$ cat src/verilog/pal_settings.svh
// PAL line and field timing in clk24 cycles, plus DAC output levels.
// Line length assumes the 24 MHz pixel clock; other clocks need new values.

`ifndef PAL_SETTINGS_SVH
`define PAL_SETTINGS_SVH

// line and half-line lengths
`define PAL_LINE_LEN      1536
`define PAL_HALF_LEN      768

// sync pulse widths
`define PAL_HSYNC_LEN     114
`define PAL_NARROW_LEN    56
`define PAL_BROAD_LEN     655

// blanking and burst windows, in line clocks
`define PAL_BLANK_START   1496
`define PAL_BLANK_END     249
`define PAL_BURST_START   139
`define PAL_BURST_END     212

// half-line numbers of the vertical sync region
`define PAL_BROAD_LAST    4
`define PAL_NARROW_LAST   9
`define PAL_NARROW_FIRST  618

// output levels
`define PAL_V_SYNC        0
`define PAL_V_REF         8
`define PAL_CHROMA_ZERO   16

`endif

$ cat src/verilog/pal_pkg.sv
// Shared types of the PAL encoder.
// The timing bundle is produced once per clock by pal_timing.

`default_nettype none

package pal_pkg;

    // expanded palette colour, 4 bits per component
    typedef struct packed {
        logic [3:0] r;
        logic [3:0] g;
        logic [3:0] b;
    } rgb4_t;

    typedef struct packed {
        logic       halfline_odd;   // bit 1 of the half-line count
        logic       field_odd;
        logic       sync_n;         // composite sync, active low
        logic       blank;
        logic       burst;
        logic       field_zone;     // vertical sync region
        logic [7:0] spare;          // reserved, driven low
    } tv_timing_t;

    // output source picked by the mixer
    typedef enum logic [1:0] {
        OUT_SYNC,
        OUT_BURST,
        OUT_BLANK,
        OUT_ACTIVE
    } out_sel_e;

    typedef struct packed {
        logic [7:0] cvbs;
        logic [7:0] luma;
        logic [7:0] chroma;
    } tv_out_t;

endpackage

`default_nettype wire

$ cat src/verilog/pal_timing.sv
// Line and field timing for one PAL field, restarted by the vsync_i fall.
// Without a vsync_i fall the half-line count runs on and wraps at 1024.
// blank and burst lag the counters by one clock, sync_n does not.

`timescale 1ns/100ps
`default_nettype none

`include "pal_settings.svh"

module pal_timing (
    input  wire                 clk24,
    input  wire                 arst_n_i,
    input  wire                 vsync_i,
    output pal_pkg::tv_timing_t timing_o
);

    logic        vsync_q;
    logic        vs_fall_q;
    logic [10:0] line_clk_q;
    logic [9:0]  half_clk_q;
    logic [9:0]  halfline_q;
    logic        field_q;
    logic        blank_q;
    logic        burst_q;
    logic        sync_n;
    logic        field_zone;

    // --------------------------------------------------
    // counters
    // --------------------------------------------------
    always_ff @(posedge clk24 or negedge arst_n_i) begin
        if (!arst_n_i) begin
            vsync_q    <= 1'b1;
            vs_fall_q  <= 1'b0;
            line_clk_q <= '0;
            half_clk_q <= '0;
            halfline_q <= '0;
            field_q    <= 1'b0;
            blank_q    <= 1'b1;
            burst_q    <= 1'b0;
        end else begin
            vsync_q   <= vsync_i;
            vs_fall_q <= vsync_q & ~vsync_i;

            if (vs_fall_q) begin
                // new field, all counters restart together
                line_clk_q <= '0;
                half_clk_q <= '0;
                halfline_q <= '0;
                field_q    <= ~field_q;
            end else begin
                if (line_clk_q == 11'(`PAL_LINE_LEN - 1))
                    line_clk_q <= '0;
                else
                    line_clk_q <= line_clk_q + 11'd1;

                if (half_clk_q == 10'(`PAL_HALF_LEN - 1)) begin
                    half_clk_q <= '0;
                    halfline_q <= halfline_q + 10'd1;
                end else begin
                    half_clk_q <= half_clk_q + 10'd1;
                end
            end

            // blank high selects OUT_BLANK, or OUT_BURST inside the burst window
            blank_q <= (line_clk_q < 11'(`PAL_BLANK_END)) ||
                       (line_clk_q > 11'(`PAL_BLANK_START)) || field_zone;
            burst_q <= (line_clk_q >= 11'(`PAL_BURST_START)) &&
                       (line_clk_q <= 11'(`PAL_BURST_END));
        end
    end

    // --------------------------------------------------
    // composite sync, low selects OUT_SYNC
    // --------------------------------------------------
    always_comb begin
        field_zone = 1'b1;
        if (halfline_q <= 10'(`PAL_BROAD_LAST)) begin
            sync_n = (half_clk_q >= 10'(`PAL_BROAD_LEN));
        end else if ((halfline_q <= 10'(`PAL_NARROW_LAST)) ||
                     (halfline_q >= 10'(`PAL_NARROW_FIRST))) begin
            // equalising pulses
            sync_n = (half_clk_q >= 10'(`PAL_NARROW_LEN));
        end else begin
            field_zone = 1'b0;
            sync_n     = (line_clk_q >= 11'(`PAL_HSYNC_LEN));
        end
    end

    always_comb begin
        timing_o.halfline_odd = halfline_q[1];
        timing_o.field_odd    = field_q;
        timing_o.sync_n       = sync_n;
        timing_o.blank        = blank_q;
        timing_o.burst        = burst_q;
        timing_o.field_zone   = field_zone;
        timing_o.spare        = '0;
    end

endmodule

`default_nettype wire

$ cat src/verilog/pal_subcarrier.sv
// Subcarrier phase generator, stepped by fsc_ce_i at 4x the subcarrier rate.
// The two counters sit one step apart, giving the two burst phases.

`timescale 1ns/100ps
`default_nettype none

module pal_subcarrier (
    input  wire                 clk24,
    input  wire                 arst_n_i,
    input  wire                 fsc_ce_i,
    input  wire                 field_alt_en_i,
    input  wire pal_pkg::tv_timing_t timing_i,
    output logic [4:0]          phase_idx_o,
    output logic [7:0]          burst_sin_o
);

    logic [3:0] phase_q;
    logic [3:0] phase0_q;
    logic       line_par;
    logic [2:0] sin_addr;

    always_ff @(posedge clk24 or negedge arst_n_i) begin
        if (!arst_n_i) begin
            phase_q  <= 4'd0;
            phase0_q <= 4'd1;
        end else if (fsc_ce_i) begin
            phase_q  <= phase_q + 4'd1;
            phase0_q <= phase0_q + 4'd1;
        end
    end

    // line parity, optionally flipped on odd fields
    assign line_par    = timing_i.halfline_odd ^ (field_alt_en_i & timing_i.field_odd);
    assign phase_idx_o = {line_par, phase0_q};
    assign sin_addr    = line_par ? phase0_q[3:1] : phase_q[3:1];

    // sine table, 8 steps per subcarrier period
    always_comb begin
        case (sin_addr)
            3'd0:    burst_sin_o = 8'd91;
            3'd1:    burst_sin_o = 8'd0;
            3'd2:    burst_sin_o = 8'd0;
            3'd3:    burst_sin_o = 8'd91;
            3'd4:    burst_sin_o = 8'd218;
            3'd5:    burst_sin_o = 8'd255;
            3'd6:    burst_sin_o = 8'd255;
            default: burst_sin_o = 8'd218;
        endcase
    end

endmodule

`default_nettype wire

$ cat src/verilog/pal_colour_matrix.sv
// Palette colour to luma and modulated chroma, purely combinational.
// Palette byte is B B G G G R R R; chroma wraps for a few saturated colours.

`timescale 1ns/100ps
`default_nettype none

module pal_colour_matrix (
    input  wire [7:0]          colour_i,
    input  wire [4:0]          phase_idx_i,
    output logic [4:0]         luma_o,
    output logic signed [7:0]  chroma_o
);

    // U sin + V cos folded into one weight per component
    typedef struct packed {
        logic signed [6:0] kr;
        logic signed [6:0] kg;
        logic signed [6:0] kb;
    } uv_coef_t;

    pal_pkg::rgb4_t    rgb;
    uv_coef_t          coef;
    logic [13:0]       y_sum;
    logic signed [13:0] uv_sum;

    always_comb begin
        rgb.r = {colour_i[2:0], 1'b0};
        rgb.g = {colour_i[5:3], 1'b0};
        rgb.b = {colour_i[7:6], 2'b00};
    end

    // luma weights roughly 0.30/0.59/0.11
    assign y_sum  = rgb.r * 10'd24 + rgb.g * 10'd47 + rgb.b * 10'd9;
    assign luma_o = y_sum[10:6];

    // --------------------------------------------------
    // chroma weights, top index bit is the line parity
    // --------------------------------------------------
    always_comb begin
        case (phase_idx_i)
            5'd0:    coef = '{ 49, -41,  -7};
            5'd1:    coef = '{ 40, -46,   5};
            5'd2:    coef = '{ 26, -45,  18};
            5'd3:    coef = '{  7, -36,  29};
            5'd4:    coef = '{-11, -22,  34};
            5'd5:    coef = '{-29,  -5,  35};
            5'd6:    coef = '{-42,  12,  30};
            5'd7:    coef = '{-49,  29,  20};
            5'd8:    coef = '{-49,  41,   7};
            5'd9:    coef = '{-40,  46,  -5};
            5'd10:   coef = '{-26,  45, -18};
            5'd11:   coef = '{ -7,  36, -29};
            5'd12:   coef = '{ 11,  22, -34};
            5'd13:   coef = '{ 29,   5, -35};
            5'd14:   coef = '{ 42, -12, -30};
            5'd15:   coef = '{ 49, -29, -20};
            // V inverted on the other line
            5'd16:   coef = '{-49,  41,   7};
            5'd17:   coef = '{-49,  29,  20};
            5'd18:   coef = '{-42,  12,  30};
            5'd19:   coef = '{-29,  -5,  35};
            5'd20:   coef = '{-11, -22,  34};
            5'd21:   coef = '{  7, -36,  29};
            5'd22:   coef = '{ 26, -45,  18};
            5'd23:   coef = '{ 40, -46,   5};
            5'd24:   coef = '{ 49, -41,  -7};
            5'd25:   coef = '{ 49, -29, -20};
            5'd26:   coef = '{ 42, -12, -30};
            5'd27:   coef = '{ 29,   5, -35};
            5'd28:   coef = '{ 11,  22, -34};
            5'd29:   coef = '{ -7,  36, -29};
            5'd30:   coef = '{-26,  45, -18};
            default: coef = '{-40,  46,  -5};
        endcase
    end

    assign uv_sum = $signed(coef.kr) * $signed({4'b0000, rgb.r}) +
                    $signed(coef.kg) * $signed({4'b0000, rgb.g}) +
                    $signed(coef.kb) * $signed({4'b0000, rgb.b});

    // two scaled slices summed, between the dim and the bright scaling
    assign chroma_o = {1'b0, uv_sum[13:7]} + {1'b0, uv_sum[12:6]};

endmodule

`default_nettype wire

$ cat src/verilog/pal_mixer.sv
// Output mixer for the CVBS, luma and chroma DACs, one clock after its inputs.
// Active levels wrap at 5 bits, so very bright colours fold over.

`timescale 1ns/100ps
`default_nettype none

`include "pal_settings.svh"

module pal_mixer (
    input  wire                      clk24,
    input  wire                      arst_n_i,
    input  wire pal_pkg::tv_timing_t timing_i,
    input  wire [4:0]                luma_i,
    input  wire signed [7:0]         chroma_i,
    input  wire [7:0]                burst_sin_i,
    output pal_pkg::tv_out_t         tv_o,
    output logic                     tv_sync_o
);

    pal_pkg::out_sel_e out_sel;
    pal_pkg::tv_out_t  tv_d;
    logic [4:0]        luma_lvl;
    logic [4:0]        chroma_step;

    always_comb begin
        if (!timing_i.sync_n)
            out_sel = pal_pkg::OUT_SYNC;
        else if (timing_i.blank && timing_i.burst)
            out_sel = pal_pkg::OUT_BURST;
        else if (timing_i.blank)
            out_sel = pal_pkg::OUT_BLANK;
        else
            out_sel = pal_pkg::OUT_ACTIVE;
    end

    assign luma_lvl    = 5'(`PAL_V_REF) + luma_i;
    // chroma scaled down by 2, sign kept
    assign chroma_step = {chroma_i[4], chroma_i[4:1]};

    always_comb begin
        case (out_sel)
            pal_pkg::OUT_SYNC: begin
                tv_d.cvbs   = 8'(`PAL_V_SYNC);
                tv_d.luma   = 8'(`PAL_V_SYNC);
                tv_d.chroma = 8'(`PAL_CHROMA_ZERO);
            end
            pal_pkg::OUT_BURST: begin
                // small swing around black on cvbs, +-4 around zero on chroma
                tv_d.cvbs   = 8'(`PAL_V_REF + 2) - {6'd0, burst_sin_i[7:6]};
                tv_d.luma   = 8'(`PAL_V_REF);
                tv_d.chroma = 8'd12 + {5'd0, burst_sin_i[7:5]};
            end
            pal_pkg::OUT_BLANK: begin
                tv_d.cvbs   = 8'(`PAL_V_REF);
                tv_d.luma   = 8'(`PAL_V_REF);
                tv_d.chroma = 8'(`PAL_CHROMA_ZERO);
            end
            default: begin
                tv_d.cvbs   = {3'd0, luma_lvl - chroma_step};
                tv_d.luma   = {3'd0, luma_lvl};
                tv_d.chroma = {3'd0, 5'(`PAL_CHROMA_ZERO) + chroma_i[4:0]};
            end
        endcase
    end

    always_ff @(posedge clk24 or negedge arst_n_i) begin
        if (!arst_n_i) begin
            tv_o.cvbs   <= 8'(`PAL_V_REF);
            tv_o.luma   <= 8'(`PAL_V_REF);
            tv_o.chroma <= 8'(`PAL_CHROMA_ZERO);
            tv_sync_o   <= 1'b1;
        end else begin
            tv_o      <= tv_d;
            tv_sync_o <= timing_i.sync_n;
        end
    end

endmodule

`default_nettype wire

$ cat src/verilog/pal_encoder.sv
// PAL composite encoder top, single clock domain on clk24.
// fsc_ce_i must pulse at 4x the colour subcarrier rate.
// colour_i is sampled every clock, outputs follow one clock later.

`timescale 1ns/100ps
`default_nettype none

module pal_encoder (
    input  wire              clk24,
    input  wire              arst_n_i,
    input  wire              vsync_i,
    input  wire              fsc_ce_i,
    input  wire              field_alt_en_i,
    input  wire [7:0]        colour_i,
    output pal_pkg::tv_out_t tv_o,
    output logic             tv_sync_o
);

    pal_pkg::tv_timing_t timing;
    logic [4:0]          phase_idx;
    logic [7:0]          burst_sin;
    logic [4:0]          luma;
    logic signed [7:0]   chroma;

    pal_timing i_pal_timing (
        .clk24    (clk24),
        .arst_n_i (arst_n_i),
        .vsync_i  (vsync_i),
        .timing_o (timing)
    );

    pal_subcarrier i_pal_subcarrier (
        .clk24          (clk24),
        .arst_n_i       (arst_n_i),
        .fsc_ce_i       (fsc_ce_i),
        .field_alt_en_i (field_alt_en_i),
        .timing_i       (timing),
        .phase_idx_o    (phase_idx),
        .burst_sin_o    (burst_sin)
    );

    pal_colour_matrix i_pal_colour_matrix (
        .colour_i    (colour_i),
        .phase_idx_i (phase_idx),
        .luma_o      (luma),
        .chroma_o    (chroma)
    );

    pal_mixer i_pal_mixer (
        .clk24       (clk24),
        .arst_n_i    (arst_n_i),
        .timing_i    (timing),
        .luma_i      (luma),
        .chroma_i    (chroma),
        .burst_sin_i (burst_sin),
        .tv_o        (tv_o),
        .tv_sync_o   (tv_sync_o)
    );

endmodule

`default_nettype wire

$ cat config.mk
export PLATFORM = sky130hd
export DESIGN_NAME = pal_encoder
export DESIGN_NICKNAME = d
export VERILOG_FILES = /design/src/verilog/pal_pkg.sv /design/src/verilog/pal_timing.sv /design/src/verilog/pal_subcarrier.sv /design/src/verilog/pal_colour_matrix.sv /design/src/verilog/pal_mixer.sv /design/src/verilog/pal_encoder.sv
export VERILOG_INCLUDE_DIRS = /design/src /design/src/verilog
export SDC_FILE = /design/constraint.sdc
export NUM_CORES = 1
export LEC_CHECK = 0
export BUFFER_PORTS_ARGS = -buffer_cell sky130_fd_sc_hd__clkbuf_2
export CAP_MARGIN = 10
export CORE_UTILIZATION = 50
export CTS_BUF_LIST = sky130_fd_sc_hd__clkbuf_8
export DETAILED_ROUTE_END_ITERATION = 7
export GPL_TIMING_DRIVEN = 1
export PLACE_DENSITY = 0.65
export SYNTH_ARGS = -nofsm -noshare
export SYNTH_HDL_FRONTEND = slang
export SYNTH_SLANG_ARGS = --single-unit
$ cat constraint.sdc
create_clock -name clk24 -period 9.7 [get_ports clk24]
set_input_delay 2.91 -clock clk24 [delete_from_list [all_inputs] [get_ports clk24]]
set_output_delay 2.91 -clock clk24 [all_outputs]
set_load 0.01 [all_outputs]
Word level (Yosys, flattened, before mapping):

Memories as Yosys holds them, arrays and structs flattened.
Cells that the tools add are included.

* add/subtract/negate cells: 15
* $mul: 6
* bitwise operators: 5
* equality and inequality tests: 9
* order comparisons: 10
* muxes and demuxes: 16
* reductions and logical operators: 11

Operator list (count)
* $pmux 24 s3: 1
* $mux 10: 4
* $add 12x12->12: 2
* $pmux 8 s3: 1
* $mul 7x4->11: 2
* $mux 11: 2
* $add 10x1->10 const B: 2
* $ge 10x10->1 const B: 2
* $add 11x1->11 const B: 1
* $add 11x8->11: 1
* $add 9x10->11: 1
* $eq 11x11->1 const B: 1
* $ge 11x7->1 const B: 1
* $ge 11x8->1 const B: 1
* $gt 11x11->1 const B: 1
* $le 11x8->1 const B: 1
* $lt 11x8->1 const B: 1
* $eq 10x10->1 const B: 1
* $ge 10x6->1 const B: 1
* $le 10x3->1 const B: 1
* $le 10x4->1 const B: 1
* $mul 7x3->10: 1
* $mul 3x6->9 const B: 1
* $add 4x1->4 const B: 2
* 25 further kinds: 39

* output and inout bits: 25
* flip-flop bits (word level): 69
* input port bits: 13
* ROM bits: 672
* logic and storage cells: 87
* memories: 1

Memory list
* (no name shown): depth 32, width 21, read ports 1, clocked after Yosys merged registers in 0, wr ports 0, RTL line pal_colour_matrix.sv:40 `case (phase_idx_i)`

Longest topological paths before layout:

An unclocked memory read counts as a cell.

* depth after elaboration: 9
* mapped depth: 40
* gate-level depth less buffers: 38

By module:

From an unflattened synthesis, not the netlist that was laid out.

* cells, all modules: 946
* area total of the unflattened synthesis: 8084.0 µm²

By module, submodules not included
* pal_colour_matrix: instances 1, cells each 591, seq. area each 0.0 µm², area an instance 4558.1 µm²
* pal_timing: instances 1, cells each 227, seq. area each 903.4 µm², area an instance 2173.3 µm²
* pal_mixer: instances 1, cells each 85, seq. area each 405.4 µm², area an instance 864.6 µm²
* pal_subcarrier: instances 1, cells each 43, seq. area each 201.4 µm², area an instance 488.0 µm²

Worst setup path after synthesis:

No wires, ideal clock.

* path type: input to register
* from: in field_alt_en_i
* to: reg, netlist name i_pal_mixer.tv_o[20]
* path slack: -467 ps
* arrival: 10044 ps
* buffers on the path: 2
* stages on the path: 35
* required time: 9577 ps
* setup time: 123 ps
* cell sequence: nand2_1 > xnor2_1 > clkbuf_1 > buf_1 > nor2_1 > a31oi_1 > and2_1 > ha_1 > fa_1 > ha_1 > a21o_1 > a21oi_1 > xnor2_1 > fa_1 > inv_1 > ha_1 > o211ai_1 > or4_1 > nand2_1 > nor2_1 > xnor2_1 > ha_1 > inv_1 > fa_1 > inv_1 > a21o_1 > a21oi_1 > xnor3_1 > xnor3_2 > xnor2_2 > ha_1 > a21oi_1 > xnor2_1 > xnor2_1 > nor2_1

RTL lines
* start: declaration: RTL line pal_encoder.sv:13 `input wire field_alt_en_i,`

==> summary.md <==
| Metric | Value |
|---|---|
| Status | finished, final reports clean |
| Worst hold path type | reg2reg |
| Root Driver | clkbuf_8 |
| Final min period | 9374 ps |
| Register bit total from synthesis | 60 |
| WP data required | 9930 ps |
| Period utilization | 0.9664 |
| Layout cells sized above 1 | 0.1441 |
| Yosys cell types | 60 |
| CTS tree | done |
| Hold buffers post-CTS | 0 |
| Number of synthesized flops with an enable pin | 0 |
| Fin. Hold Viols | 0 |
| Die height | 124.3 microns |
| Core Area | 0.01459 sq mm |
| Slowest cell on crit path | mux4_2 |
| Worst-path clk slew | 70 ps |
| Main area contributors after synthesis | ha_1 (19%), dfrtp_1 (18%), fa_1 (8.6%) |
| Antenna cells | 0 |
| # setup viols final | 0 |
| Gate Count Post-Synth | ~900 |
| Routed length on met1 | between 7000 and 8000 microns |
| Fill count | around 1400 |
| Final #Nets | 1100 |
| Row count | 44 |
| P&R area growth vs syn | 12.68% |
| DR WL/cell | 14.25 microns |
| Sequential area share after synthesis | 0.2019 |
| Async set-reset flop share out of synthesis | 1.000 |
| First-pass GRT wire length | 27370 microns |
| # DRC | 0 |
| Detailed Route WL | 16070 microns |
| Crit path DAT | between 9000 and 10000 ps |
| Setup crit end kind | flip-flop |
| Wire length on met2 | approximately 7600 microns |
| Yosys top cell by area | ha_1 |
| Initial core utilization | 0.5127 |
| Netlist Area Pre-Place | roughly 0.0075 sq mm |
| Vias | 5970 |
| DP HPWL | ~13000 microns |
| Yosys warning count | 0 |
| Avg Synthesized Cell Area | 8.414 sq um |
| CP startpoint kind | input pin |
| Total clock sinks | 60 |
| Multi-input gate area | 0.005597 sq mm |
| Routability Congestion | 0.9159 |
| Critical Setup Path Class | in2reg |
| CP max FO | 4 |
| Top sig layer | met4 |
| Initial antenna violation count | 0 |
| Relative slew slack | 0.5100 |
| Grt ovf | 0 |
| Largest net degree at the start of global routing | 61 |
| Finished Core Util | 0.5777 |
| Sequential Area | 0.001510 sq mm |
| Top_reg_cell synth | dfrtp_1 |
| Worst-Margin Slew | between 700 and 800 ps |
| Fmax | approximately 0.11 GHz |
| Clk_lat worst skew | 350 ps |
| Antenna Nets Post-Route | 0 |
| CTS Buffer Depth | 2 |
| Max-cap violations | 0 |
| Die area | 0.01545 sq mm |
| Vias per cell | between 5 and 6 |
| Total CTS buffers | 9 |
| Worst clock skew | 8.229 ps |
| Number of global-route vias before repair | approximately 5800 |
| Port bufs | 28 |
| Routed met3 length | 555 microns |
| Count of pins over their slew limit | 0 |
| # H-tree levels | 3 |
| I/O pins | 38 |
| Most frequent cells in the layout | ha_1 (113), inv_1 (107), nor2_1 (82) |
| Detailed Routing Iterations Pass 1 | 7 |
| Horiz. Die Dim | 124.3 microns |
| Commonest non-fill, non-tap cell in the layout | ha_1 |
| Top-area cell type share of the netlist area | 0.1940 |
| Tot GR Track Use | 0.2177 |
| DRT iter0 DRCs | approximately 430 |
| Max incr delay on CP | 570 ps |
## critical path: cells and delay by family
family / cells / cell delay [ps]
multiplexers: 1 / 570
XOR/XNOR: 8 / 1430
AND/OR/NAND/NOR: 6 / 1000
buffers and inverters: 6 / 360
adder cells (fa/ha/maj): 8 / 2710
AO/OA/AOI/OAI: 5 / 610
## logic make-up (layout without fill, tap and decap cells)
group / Yosys count / in the layout / synth area share
AND/OR/NAND/NOR: 272 / 272 / 0.1803
other: 1 / 9 / 0.0005014
buffers and inverters: 149 / 196 / 0.07979
adder cells (fa/ha/maj): 148 / 148 / 0.2797
flip-flops: 60 / 60 / 0.2019
XOR/XNOR: 79 / 79 / 0.09736
multiplexers: 10 / 10 / 0.01857
AO/OA/AOI/OAI: 170 / 170 / 0.1419
## flip-flops by register name, indices dropped and copies added (netlist names)
name                       cells
i_pal_timing.vsync_q           1
i_pal_subcarrier.phase0_q      4
i_pal_timing.burst_q           1
i_pal_timing.line_clk_q       11
i_pal_subcarrier.phase_q       4
i_pal_mixer.tv_sync_o          1
i_pal_timing.field_q           1
i_pal_mixer.tv_o              15
i_pal_timing.halfline_q       10
i_pal_timing.vs_fall_q         1
i_pal_timing.blank_q           1
i_pal_timing.half_clk_q       10
## path summary, 6_finish.rpt
kind                       slack [ps]                          end  cells after the start                         start
max reg2reg                      1520         i_pal_mixer.tv_o[20]                     33  i_pal_subcarrier.phase0_q[0]
min reg2reg                       470  i_pal_subcarrier.phase_q[3]                      1   i_pal_subcarrier.phase_q[3]
max                               330         i_pal_mixer.tv_o[20]                     34                field_alt_en_i
min in group asynchronous        2710         i_pal_mixer.tv_o[16]                      2                      arst_n_i
max in group asynchronous        6490   i_pal_timing.line_clk_q[0]                      2                      arst_n_i
min                               470  i_pal_subcarrier.phase_q[3]                      1   i_pal_subcarrier.phase_q[3]
## per-layer routing
metal / up-vias / global-route usage
li1: 3054 / -
met1: 2767 / 0.2891
met2: 120 / 0.3617
met3: 29 / 0.02706
met4: 0 / 0.08221
met5: - / 0
## synth_stat cells, types with 3 or more instances
cell,count
ha_1,116
inv_1,110
nor2_1,82
nand2_1,58
a21oi_1,53
dfrtp_1,53
xnor2_1,43
and2_1,38
o21ai_0,37
xor2_1,33
fa_1,32
clkbuf_1,18
a21o_1,17
nor3_1,16
nor2b_1,15
nand3_1,13
nand2b_1,12
a211oi_1,10
and3_1,10
a31oi_1,9
buf_4,9
nand4_1,9
buf_1,8
o21bai_1,8
dfstp_2,7
o211ai_1,7
mux2i_1,6
o31ai_1,5
or3_1,5
a311oi_1,3
mux4_2,3
o21a_1,3
o22ai_1,3
or2_2,3
or4_1,3
## cell type report
cell class / instances / share of cell area
Clock inverter: 3 / 0.005048
Tap cell: 184 / 0.02732
Clock buffer: 13 / 0.02123
Multi-Input combinational cell: 688 / 0.6640
Inverter: 111 / 0.04944
Timing Repair Buffer: 69 / 0.05374
Sequential cell: 60 / 0.1792
## through the flow
stage,hold slack (ps),setup slack [ps],instances,TNS (ps),cell area (sq um)
final,473.7,326.3,1128,0,8428
after global routing,508.9,-31.18,1128,-31.18,8428
after CTS,480.6,184.6,1120,0,8218
after detailed placement,467.4,-184.7,1104,-298.9,7996
after global placement,459.8,-38.05,1104,-38.05,7996
after floorplan,444.9,52.62,897,0,7574
## repair_timing
action                                  in CTS  in global routing
endpoints found under the setup margin       0                  2
buffers inserted                             0                  7
resized for setup                            0                 31
Power is left out: the tool's default activity adds up to more than one toggle a clock period on the data nets, which glitch-free logic cannot reach.
